## src/include/dcache_settings.svh

```systemverilog
`ifndef DCACHE_SETTINGS_SVH
`define DCACHE_SETTINGS_SVH

// address split of the direct-mapped cache
`define DC_ADDR_BITS   16
`define DC_INDEX_BITS  4                    // 16 lines
`define DC_LINE_BITS   4                    // 16 bytes per line
`define DC_WORD_BITS   32                   // cpu word

`define DC_TAG_BITS    (`DC_ADDR_BITS - `DC_INDEX_BITS - `DC_LINE_BITS)

// derived line and word sizes
`define DC_LINE_BYTES  (1 << `DC_LINE_BITS)
`define DC_LINE_WIDTH  (8 * `DC_LINE_BYTES)
`define DC_WORD_BYTES  (`DC_WORD_BITS / 8)
`define DC_WSEL_BITS   (`DC_LINE_BITS - $clog2(`DC_WORD_BYTES))   // word index within a line

`endif

```

## src/hw/dcache_pkg.sv

```systemverilog
`include "dcache_settings.svh"

package dcache_pkg;

    // address seen as tag / index / offset
    typedef struct packed {
        logic [`DC_TAG_BITS-1:0]   tag;
        logic [`DC_INDEX_BITS-1:0] index;
        logic [`DC_LINE_BITS-1:0]  offset;     // upper bits pick the word
    } dc_addr_fields_t;

    // same 16 bits, flat or split
    typedef union packed {
        logic [`DC_ADDR_BITS-1:0] raw;
        dc_addr_fields_t          fld;
    } dc_addr_u;

    // line state kept next to the tag
    typedef struct packed {
        logic valid;                          // line holds memory data
        logic modified;                       // cpu wrote it since refill
    } dc_flags_t;

    typedef struct packed {
        logic                        we;
        dc_addr_u                    addr;
        logic [`DC_WORD_BITS-1:0]    wdata;
        logic [`DC_WORD_BYTES-1:0]   wstrb;
    } dc_cpu_req_t;

    typedef struct packed {
        logic [`DC_WORD_BITS-1:0] rdata;
    } dc_cpu_rsp_t;

    // line reads use an aligned addr with zero wdata and wstrb
    typedef struct packed {
        logic                        we;
        dc_addr_u                    addr;
        logic [`DC_WORD_BITS-1:0]    wdata;
        logic [`DC_WORD_BYTES-1:0]   wstrb;
    } dc_mem_req_t;

    typedef struct packed {
        logic [`DC_LINE_WIDTH-1:0] line;
    } dc_mem_rsp_t;

endpackage

```

## src/hw/ram_sync.sv

```systemverilog
`timescale 1ns/1ps

// single-port synchronous ram, old data comes out on a write
module ram_sync #(
    parameter int ABITS = 4,
    parameter int DBITS = 10
) (
    input  logic             i_clk,
    input  logic [ABITS-1:0] i_addr,
    input  logic             i_we,
    input  logic [DBITS-1:0] i_wdata,
    output logic [DBITS-1:0] o_rdata
);

    logic [DBITS-1:0] mem [2**ABITS];

    always_ff @(posedge i_clk) begin
        if (i_we) begin
            mem[i_addr] <= i_wdata;
        end
        o_rdata <= mem[i_addr];           // read before write
    end

endmodule

```

## src/hw/ram_sync_bwe.sv

```systemverilog
`timescale 1ns/1ps

// synchronous ram with one write enable per byte lane
module ram_sync_bwe #(
    parameter int ABITS  = 4,
    parameter int DBYTES = 16
) (
    input  logic                  i_clk,
    input  logic [ABITS-1:0]      i_addr,
    input  logic [DBYTES-1:0]     i_wstrb,
    input  logic [DBYTES*8-1:0]   i_wdata,
    output logic [DBYTES*8-1:0]   o_rdata
);

    logic [DBYTES*8-1:0] mem [2**ABITS];

    always_ff @(posedge i_clk) begin
        for (int b = 0; b < DBYTES; b++) begin
            if (i_wstrb[b]) begin
                mem[i_addr][b*8 +: 8] <= i_wdata[b*8 +: 8];
            end
        end
        o_rdata <= mem[i_addr];
    end

endmodule

```

## src/hw/tag_mem.sv

```systemverilog
`timescale 1ns/1ps
`include "dcache_settings.svh"

module tag_mem (
    input  logic                          i_clk,
    input  logic                          i_nrst,
    input  dcache_pkg::dc_addr_u          i_addr,
    input  logic [`DC_LINE_BYTES-1:0]     i_wstrb,
    input  logic [`DC_LINE_WIDTH-1:0]     i_wline,
    input  dcache_pkg::dc_flags_t         i_wflags,
    input  dcache_pkg::dc_addr_u          i_snoop_addr,
    output dcache_pkg::dc_addr_u          o_raddr,
    output logic [`DC_LINE_WIDTH-1:0]     o_rline,
    output dcache_pkg::dc_flags_t         o_rflags,
    output logic                          o_hit,
    output dcache_pkg::dc_flags_t         o_snoop_flags
);

    // tag ram word is {flags, tag}
    localparam int TFW = `DC_TAG_BITS + $bits(dcache_pkg::dc_flags_t);

    logic [`DC_INDEX_BITS-1:0] index;
    logic [`DC_INDEX_BITS-1:0] snoop_index;
    logic                      tag_we;
    logic [TFW-1:0]            tag_wdata;
    logic [TFW-1:0]            tag_rdata;
    logic [TFW-1:0]            snoop_rdata;
    dcache_pkg::dc_flags_t     snoop_flags;

    logic [`DC_TAG_BITS-1:0]   r_tag;         // tag of the pending lookup
    logic [`DC_INDEX_BITS-1:0] r_index;
    logic [`DC_TAG_BITS-1:0]   r_snoop_tag;

    assign index     = i_addr.fld.index;
    assign tag_we    = |i_wstrb;              // any byte written updates tag and flags
    assign tag_wdata = {i_wflags, i_addr.fld.tag};

    // the write borrows the snoop ram port so both copies stay equal
    assign snoop_index = tag_we ? index : i_snoop_addr.fld.index;

    ram_sync_bwe #(
        .ABITS  (`DC_INDEX_BITS),
        .DBYTES (`DC_LINE_BYTES)
    ) data_ram (
        .i_clk   (i_clk),
        .i_addr  (index),
        .i_wstrb (i_wstrb),
        .i_wdata (i_wline),
        .o_rdata (o_rline)
    );

    ram_sync #(
        .ABITS (`DC_INDEX_BITS),
        .DBITS (TFW)
    ) tag_ram (
        .i_clk   (i_clk),
        .i_addr  (index),
        .i_we    (tag_we),
        .i_wdata (tag_wdata),
        .o_rdata (tag_rdata)
    );

    ram_sync #(
        .ABITS (`DC_INDEX_BITS),
        .DBITS (TFW)
    ) snoop_tag_ram (
        .i_clk   (i_clk),
        .i_addr  (snoop_index),
        .i_we    (tag_we),
        .i_wdata (tag_wdata),
        .o_rdata (snoop_rdata)
    );

    always_ff @(posedge i_clk or negedge i_nrst) begin
        if (!i_nrst) begin
            r_tag       <= '0;
            r_index     <= '0;
            r_snoop_tag <= '0;
        end else begin
            r_tag       <= i_addr.fld.tag;
            r_index     <= index;
            r_snoop_tag <= i_snoop_addr.fld.tag;
        end
    end

    assign o_rflags = tag_rdata[TFW-1:`DC_TAG_BITS];
    assign o_hit    = (tag_rdata[`DC_TAG_BITS-1:0] == r_tag) && o_rflags.valid;

    // stored line address, offset always zero
    always_comb begin
        o_raddr           = '0;
        o_raddr.fld.tag   = tag_rdata[`DC_TAG_BITS-1:0];
        o_raddr.fld.index = r_index;
    end

    assign snoop_flags   = snoop_rdata[TFW-1:`DC_TAG_BITS];
    assign o_snoop_flags = (snoop_rdata[`DC_TAG_BITS-1:0] == r_snoop_tag) ? snoop_flags : '0;

endmodule

```

## src/hw/dcache_ctrl.sv

```systemverilog
`timescale 1ns/1ps
`include "dcache_settings.svh"

module dcache_ctrl (
    input  logic                          i_clk,
    input  logic                          i_nrst,
    input  logic                          i_cpu_req,
    input  dcache_pkg::dc_cpu_req_t       i_cpu_req_data,
    output logic                          o_cpu_ack,
    output dcache_pkg::dc_cpu_rsp_t       o_cpu_rsp,
    output logic                          o_mem_req,
    output dcache_pkg::dc_mem_req_t       o_mem_req_data,
    input  logic                          i_mem_ack,
    input  dcache_pkg::dc_mem_rsp_t       i_mem_rsp,
    output dcache_pkg::dc_addr_u          o_tm_addr,
    output logic [`DC_LINE_BYTES-1:0]     o_tm_wstrb,
    output logic [`DC_LINE_WIDTH-1:0]     o_tm_wline,
    output dcache_pkg::dc_flags_t         o_tm_wflags,
    input  logic                          i_tm_hit,
    input  dcache_pkg::dc_flags_t         i_tm_rflags,
    input  logic [`DC_LINE_WIDTH-1:0]     i_tm_rline
);

    localparam int LINE_BYTES = `DC_LINE_BYTES;
    localparam int LINE_W     = `DC_LINE_WIDTH;
    localparam int WORD_BYTES = `DC_WORD_BYTES;

    typedef enum logic [2:0] {
        CLEAR,
        IDLE,
        LOOKUP,
        REFILL,
        FILL_WR,
        WR_HIT,
        WR_MEM,
        ACK
    } state_t;

    state_t                     state;
    logic [`DC_INDEX_BITS-1:0]  r_clr_idx;        // sweep pointer after reset
    logic                       r_lk_phase;       // 0 address cycle, 1 compare cycle
    dcache_pkg::dc_cpu_req_t    r_req;
    logic [LINE_W-1:0]          r_line;
    logic [`DC_WORD_BITS-1:0]   r_rdata;
    logic [`DC_WSEL_BITS-1:0]   wsel;
    logic                       lookup_done;

    assign wsel        = r_req.addr.fld.offset[`DC_LINE_BITS-1 -: `DC_WSEL_BITS];
    assign lookup_done = (state == LOOKUP) && r_lk_phase;

    always_ff @(posedge i_clk or negedge i_nrst) begin
        if (!i_nrst) begin
            state      <= CLEAR;
            r_clr_idx  <= '0;
            r_lk_phase <= 1'b0;
            o_cpu_ack  <= 1'b0;
            o_mem_req  <= 1'b0;
        end else begin
            case (state)
                CLEAR: begin
                    r_clr_idx <= r_clr_idx + 1'b1;
                    if (&r_clr_idx) begin
                        state <= IDLE;
                    end
                end
                IDLE: begin
                    r_lk_phase <= 1'b0;
                    if (i_cpu_req) begin
                        state <= LOOKUP;
                    end
                end
                LOOKUP: begin
                    r_lk_phase <= ~r_lk_phase;
                    if (r_lk_phase) begin
                        if (r_req.we) begin
                            if (i_tm_hit) begin
                                state <= WR_HIT;
                            end else begin
                                state     <= WR_MEM;     // write miss, no allocate
                                o_mem_req <= 1'b1;
                            end
                        end else if (i_tm_hit) begin
                            state     <= ACK;
                            o_cpu_ack <= 1'b1;
                        end else begin
                            state     <= REFILL;
                            o_mem_req <= 1'b1;
                        end
                    end
                end
                REFILL: begin
                    if (o_mem_req) begin
                        if (i_mem_ack) begin
                            o_mem_req <= 1'b0;
                        end
                    end else if (!i_mem_ack) begin
                        state <= FILL_WR;              // memory handshake closed
                    end
                end
                FILL_WR: state <= LOOKUP;              // look up again, now a hit
                WR_HIT: begin
                    state     <= WR_MEM;
                    o_mem_req <= 1'b1;
                end
                WR_MEM: begin
                    if (o_mem_req) begin
                        if (i_mem_ack) begin
                            o_mem_req <= 1'b0;
                        end
                    end else if (!i_mem_ack) begin
                        state     <= ACK;
                        o_cpu_ack <= 1'b1;
                    end
                end
                ACK: begin
                    if (!i_cpu_req) begin
                        state     <= IDLE;
                        o_cpu_ack <= 1'b0;
                    end
                end
                default: state <= IDLE;
            endcase
        end
    end

    // request, refill line and read word
    always_ff @(posedge i_clk) begin
        if (state == IDLE && i_cpu_req) begin
            r_req <= i_cpu_req_data;
        end
        if (state == REFILL && o_mem_req && i_mem_ack) begin
            r_line <= i_mem_rsp.line;
        end
        if (lookup_done && i_tm_hit && !r_req.we) begin
            r_rdata <= i_tm_rline[wsel*`DC_WORD_BITS +: `DC_WORD_BITS];
        end
    end

    assign o_cpu_rsp.rdata = r_rdata;

    // tag memory access per state
    always_comb begin
        o_tm_addr   = r_req.addr;
        o_tm_wstrb  = '0;
        o_tm_wline  = '0;
        o_tm_wflags = '0;
        case (state)
            CLEAR: begin
                o_tm_addr           = '0;
                o_tm_addr.fld.index = r_clr_idx;
                o_tm_wstrb          = '1;          // flags written as zero
            end
            FILL_WR: begin
                o_tm_wstrb        = '1;
                o_tm_wline        = r_line;
                o_tm_wflags.valid = 1'b1;
            end
            WR_HIT: begin
                // cpu word and strobes moved to their lane in the line
                o_tm_wstrb           = LINE_BYTES'(r_req.wstrb) << (wsel * WORD_BYTES);
                o_tm_wline           = LINE_W'(r_req.wdata) << (wsel * `DC_WORD_BITS);
                o_tm_wflags.valid    = i_tm_rflags.valid;
                o_tm_wflags.modified = 1'b1;
            end
            default: ;
        endcase
    end

    // write goes through as is, read asks for the whole line
    always_comb begin
        o_mem_req_data.we    = r_req.we;
        o_mem_req_data.addr  = r_req.addr;
        o_mem_req_data.wdata = r_req.wdata;
        o_mem_req_data.wstrb = r_req.wstrb;
        if (!r_req.we) begin
            o_mem_req_data.addr.fld.offset = '0;
            o_mem_req_data.wdata           = '0;
            o_mem_req_data.wstrb           = '0;
        end
    end

endmodule

```

## src/hw/dcache_top.sv

```systemverilog
`timescale 1ns/1ps
`include "dcache_settings.svh"

module dcache_top (
    input  logic                      i_clk,
    input  logic                      i_nrst,
    // cpu port
    input  logic                      i_cpu_req,
    input  dcache_pkg::dc_cpu_req_t   i_cpu_req_data,
    output logic                      o_cpu_ack,
    output dcache_pkg::dc_cpu_rsp_t   o_cpu_rsp,
    // backing memory port
    output logic                      o_mem_req,
    output dcache_pkg::dc_mem_req_t   o_mem_req_data,
    input  logic                      i_mem_ack,
    input  dcache_pkg::dc_mem_rsp_t   i_mem_rsp,
    // snoop port
    input  dcache_pkg::dc_addr_u      i_snoop_addr,
    output dcache_pkg::dc_flags_t     o_snoop_flags
);

    dcache_pkg::dc_addr_u          tm_addr;
    logic [`DC_LINE_BYTES-1:0]     tm_wstrb;
    logic [`DC_LINE_WIDTH-1:0]     tm_wline;
    dcache_pkg::dc_flags_t         tm_wflags;
    logic                          tm_hit;
    dcache_pkg::dc_flags_t         tm_rflags;
    logic [`DC_LINE_WIDTH-1:0]     tm_rline;

    dcache_ctrl ctrl_i (
        .i_clk          (i_clk),
        .i_nrst         (i_nrst),
        .i_cpu_req      (i_cpu_req),
        .i_cpu_req_data (i_cpu_req_data),
        .o_cpu_ack      (o_cpu_ack),
        .o_cpu_rsp      (o_cpu_rsp),
        .o_mem_req      (o_mem_req),
        .o_mem_req_data (o_mem_req_data),
        .i_mem_ack      (i_mem_ack),
        .i_mem_rsp      (i_mem_rsp),
        .o_tm_addr      (tm_addr),
        .o_tm_wstrb     (tm_wstrb),
        .o_tm_wline     (tm_wline),
        .o_tm_wflags    (tm_wflags),
        .i_tm_hit       (tm_hit),
        .i_tm_rflags    (tm_rflags),
        .i_tm_rline     (tm_rline)
    );

    // stored line address is for write-back, which this cache has none of
    tag_mem tag_mem_i (
        .i_clk         (i_clk),
        .i_nrst        (i_nrst),
        .i_addr        (tm_addr),
        .i_wstrb       (tm_wstrb),
        .i_wline       (tm_wline),
        .i_wflags      (tm_wflags),
        .i_snoop_addr  (i_snoop_addr),
        .o_raddr       (),
        .o_rline       (tm_rline),
        .o_rflags      (tm_rflags),
        .o_hit         (tm_hit),
        .o_snoop_flags (o_snoop_flags)
    );

endmodule

```

## config.mk

```make
export PLATFORM = sky130hd
export DESIGN_NAME = dcache_top
export DESIGN_NICKNAME = d
export VERILOG_FILES = /design/src/hw/dcache_pkg.sv /design/src/hw/ram_sync.sv /design/src/hw/ram_sync_bwe.sv /design/src/hw/tag_mem.sv /design/src/hw/dcache_ctrl.sv /design/src/hw/dcache_top.sv
export VERILOG_INCLUDE_DIRS = /design/src /design/src/include
export SDC_FILE = /design/constraint.sdc
export NUM_CORES = 2
export LEC_CHECK = 0
export BUFFER_PORTS_ARGS = -buffer_cell sky130_fd_sc_hd__clkbuf_2
export CAP_MARGIN = 20
export CORE_ASPECT_RATIO = 1.2
export CORE_UTILIZATION = 55
export CTS_CLUSTER_SIZE = 8
export DETAILED_ROUTE_END_ITERATION = 10
export HOLD_SLACK_MARGIN = 0.05
export PLACE_DENSITY_LB_ADDON = 0.25
export SLEW_MARGIN = 40
export SYNTH_ARGS = -nofsm -noshare
export SYNTH_HDL_FRONTEND = slang
export SYNTH_SLANG_ARGS = --single-unit
```

## constraint.sdc

```tcl
create_clock -name i_clk -period 14.95 [get_ports i_clk]
set_clock_uncertainty 0.2 [all_clocks]
set_input_delay 2.99 -clock i_clk [delete_from_list [all_inputs] [get_ports i_clk]]
set_output_delay 2.99 -clock i_clk [all_outputs]
set_load 0.005 [all_outputs]
```

==> out/qor.txt <==
Outcome -> finished, final reports clean
Commonest non-fill, non-tap cell in the layout -> edfxtp_1
Layout cell share with drive strength beyond 1 -> 25.8%
DP HPWL -> 168000 um
Grt met1 use -> 40.4%
Core area -> 187000 um2
CTS buffer count -> 392
CP endpoint kind -> register
ANT nets after route -> 0
Total track usage -> 29.0%
Port Buffer Count -> 285
EDFF count, synth -> 2565
CTS tree -> yes
Final Cell Area -> 119000 um2
Die H -> 477 um
Period utilisation layout -> 39.7%
Clock sink count -> 2738
Met3 usage -> 9.25%
Cells after Synth -> 5248
Antenna violations before repair -> 34
Layout overhead on the synthesized area -> 14.9%
Fin nets -> 5898
Area leader, netlist -> edfxtp_1
Setup CP Type -> register to register
Worst Path Arrival -> 6.46 ns
Gr ovfl total -> 0
GRT met2 Usage -> 43.6%
Initial DRC count -> 7678
Rel. slew slack -> 37.4%
Logic gate share of total power -> 20.7%
Fmax -> 0.169 GHz
First-pass GRT wire length -> 386000 um
Post-CTS Hold Buffers -> 0
Via density -> 6.48
Peak VDD IR -> 0.000148 V
Max Root-Sink Buffers -> 4
Crit-path max FO -> 63
Startpoint types -> register
GRT busiest layer -> met2
Rows -> 174
Vias -> 54.5k
Async SR Flop Fraction -> 0.950%
Vias in the first global route -> 54.1k
Post-route minimum period -> 5.93 ns
Ranking of synthesized cells by area -> edfxtp_1 74%, mux4_2 13%, dfxtp_1 2.8%, nand2_1 2.1%, nor2_1 1.1%
Max-slew violations -> 0
Final hold violations -> 0
Largest net degree at the start of global routing -> 132
Clk Latency, worst-skew pair -> 0.96 ns
Root buf cell -> clkbuf_16
Yosys top cell area share -> 74.4%
Final setup viols -> 0
Clk slew on worst S/H paths -> 0.05 ns
FF+latch count, synth -> 2738
Placed Area -> 108000 um2
Most frequent cells in the layout -> 2565 x edfxtp_1, 580 x mux4_2, 566 x nand2_1
I/O pins -> 290
Setup TNS Final -> 0 ns
Die Span X -> 398 um
Worst setup margin -> 9.02 ns
Sw frac -> 28.5%
Postcts setup bufs -> 0
DRC errors left -> 0
Fraction of power consumed by the clock network -> 35.6%
Seq/Total Area, Yosys -> 77.9%
Pint -> 15800 uW
DR pass1 iterations -> 5
Fin cells -> 8405
Ys Warns -> 0
Routed len/inst -> 32.7 um
Placed insts -> 7759
RSZ-0062 raised after global routing -> no
Mapped Area -> 104000 um2
Post-layout util -> 63.5%
Initial Util -> 55.3%
CTS H-tree lvls -> 5
Switching power -> 6320 uW
Die ar. -> 190000 um2
Post-CTS sizing -> 0
Slew @ Worst Pin -> 0.939 ns
Library cells used by synthesis -> 50
Pleak -> 0.0393 uW
# Max-Cap Violations -> 0
Power Dens Cells -> 186 nW/um2
Mapped Nets -> 5450
Routability cong. -> 0.860
HP Class -> register to register
Reg power frac -> 43.7%
Mapped Avg Cell Area -> 19.7 um2
CP required -> 15.48 ns
Drt total wl -> 275000 um
Top FF cell, synth -> edfxtp_1
Place WS -> 8.84 ns
-- Yosys cell counts, drive strengths merged, types with 2 or more instances --
cell type / count
a21oi: 56
a22o: 128
a22oi: 82
a31oi: 148
a41oi: 2
and2: 46
and3: 142
buf: 153
clkbuf: 179
dfrtp: 26
dfxtp: 147
edfxtp: 2565
inv: 4
mux2: 9
mux2i: 8
mux4: 580
nand2: 583
nand2b: 5
nand3: 5
nand4: 4
nor2: 303
nor2b: 13
nor3: 10
o21ai: 4
o31ai: 2
or4: 13
xnor2: 18
xor2: 2
-- cells by family after synthesis --
group	count (synthesis)	synth area share (%)
AO/OA/AOI/OAI	428	3.00
XOR/XNOR	20	0.169
AND/OR/NAND/NOR	1127	4.69
adder cells (fa/ha/maj)	1	0.0121
multiplexers	597	12.8
flip-flops	2738	77.9
buffers and inverters	337	1.45
-- per-stage QoR --
step	total power (uW)	hold WS [ns]
floorplan	12600	0.287
global placement	14200	0.351
detailed placement	14300	0.395
CTS	22200	0.399
global route	22800	0.446
finish	22200	0.414
-- state kept, by name, summed over array words and instances (netlist names) --
register	cells
ctrl_i.state	3
tag_mem_i.snoop_tag_ram.mem	160
ctrl_i.r_line	128
ctrl_i.r_clr_idx	4
tag_mem_i.snoop_tag_ram.o_rdata	10
ctrl_i.o_cpu_rsp	32
ctrl_i.o_mem_req	1
ctrl_i.r_lk_phase	1
tag_mem_i.data_ram.mem	2048
ctrl_i.r_req	40
tag_mem_i.tag_ram.o_rdata	9
tag_mem_i.tag_ram.mem	144
tag_mem_i.r_snoop_tag	8
ctrl_i.o_cpu_ack	1
tag_mem_i.r_tag	8
ctrl_i.o_mem_req_data	13
tag_mem_i.data_ram.o_rdata	128
-- routing by layer --
metal  part of all wire, %  vias to the layer above
met5                  0.15                        -
met2                    47                     3654
met3                    14                      523
met4                   3.0                       24
li1                      -                    22000
met1                    36                    28200
-- cell type report --
type	count	area (um2)
clock inverter	7	90.1
timing repair buffer	386	2430
fill	12600	68300
tap	2464	3080
sequential	2738	80600
antenna	12	30.0
inverter	5	18.8
multi-input combinational	2173	21900
clock buffer	620	10800
-- power by group through the flow --
stage | clock (uW) | sequential, uW | combinational (uW)
after floorplan | 0 | 9570 | 2990
after global placement | 0 | 9790 | 4390
after detailed placement | 0 | 9800 | 4510
after CTS | 7950 | 9670 | 4530
after global routing | 8270 | 9700 | 4830
final | 7900 | 9680 | 4590
-- path summary, 6_finish.rpt --
path | cells after the start | start | to | slack (ns)
min in group asynchronous | 1 | i_nrst | tag_mem_i.r_snoop_tag[4] | 1.73
max in group asynchronous | 2 | i_nrst | ctrl_i.state[0] | 12.38
setup / recovery | 12 | ctrl_i.state[1] | tag_mem_i.data_ram.o_rdata[34] | 9.02
setup reg to reg | 12 | ctrl_i.state[1] | tag_mem_i.data_ram.o_rdata[34] | 9.02
hold reg to reg | 2 | ctrl_i.o_cpu_ack | ctrl_i.o_cpu_ack | 0.41
hold / removal | 2 | ctrl_i.o_cpu_ack | ctrl_i.o_cpu_ack | 0.41
-- worst max-delay path: stages (launching register included) --
cell and delay, ns:
dfrtp_1 0.63, nor3_4 0.24, buf_4 0.43, mux2i_4 0.35
buf_4 0.60, buf_4 0.65, buf_12 0.41, buf_16 0.42
buf_6 0.54, mux4_2 0.59, nand2_1 0.13, and3_1 0.22
a31oi_1 0.09
Note: power is estimated with default switching activity, not from simulation.
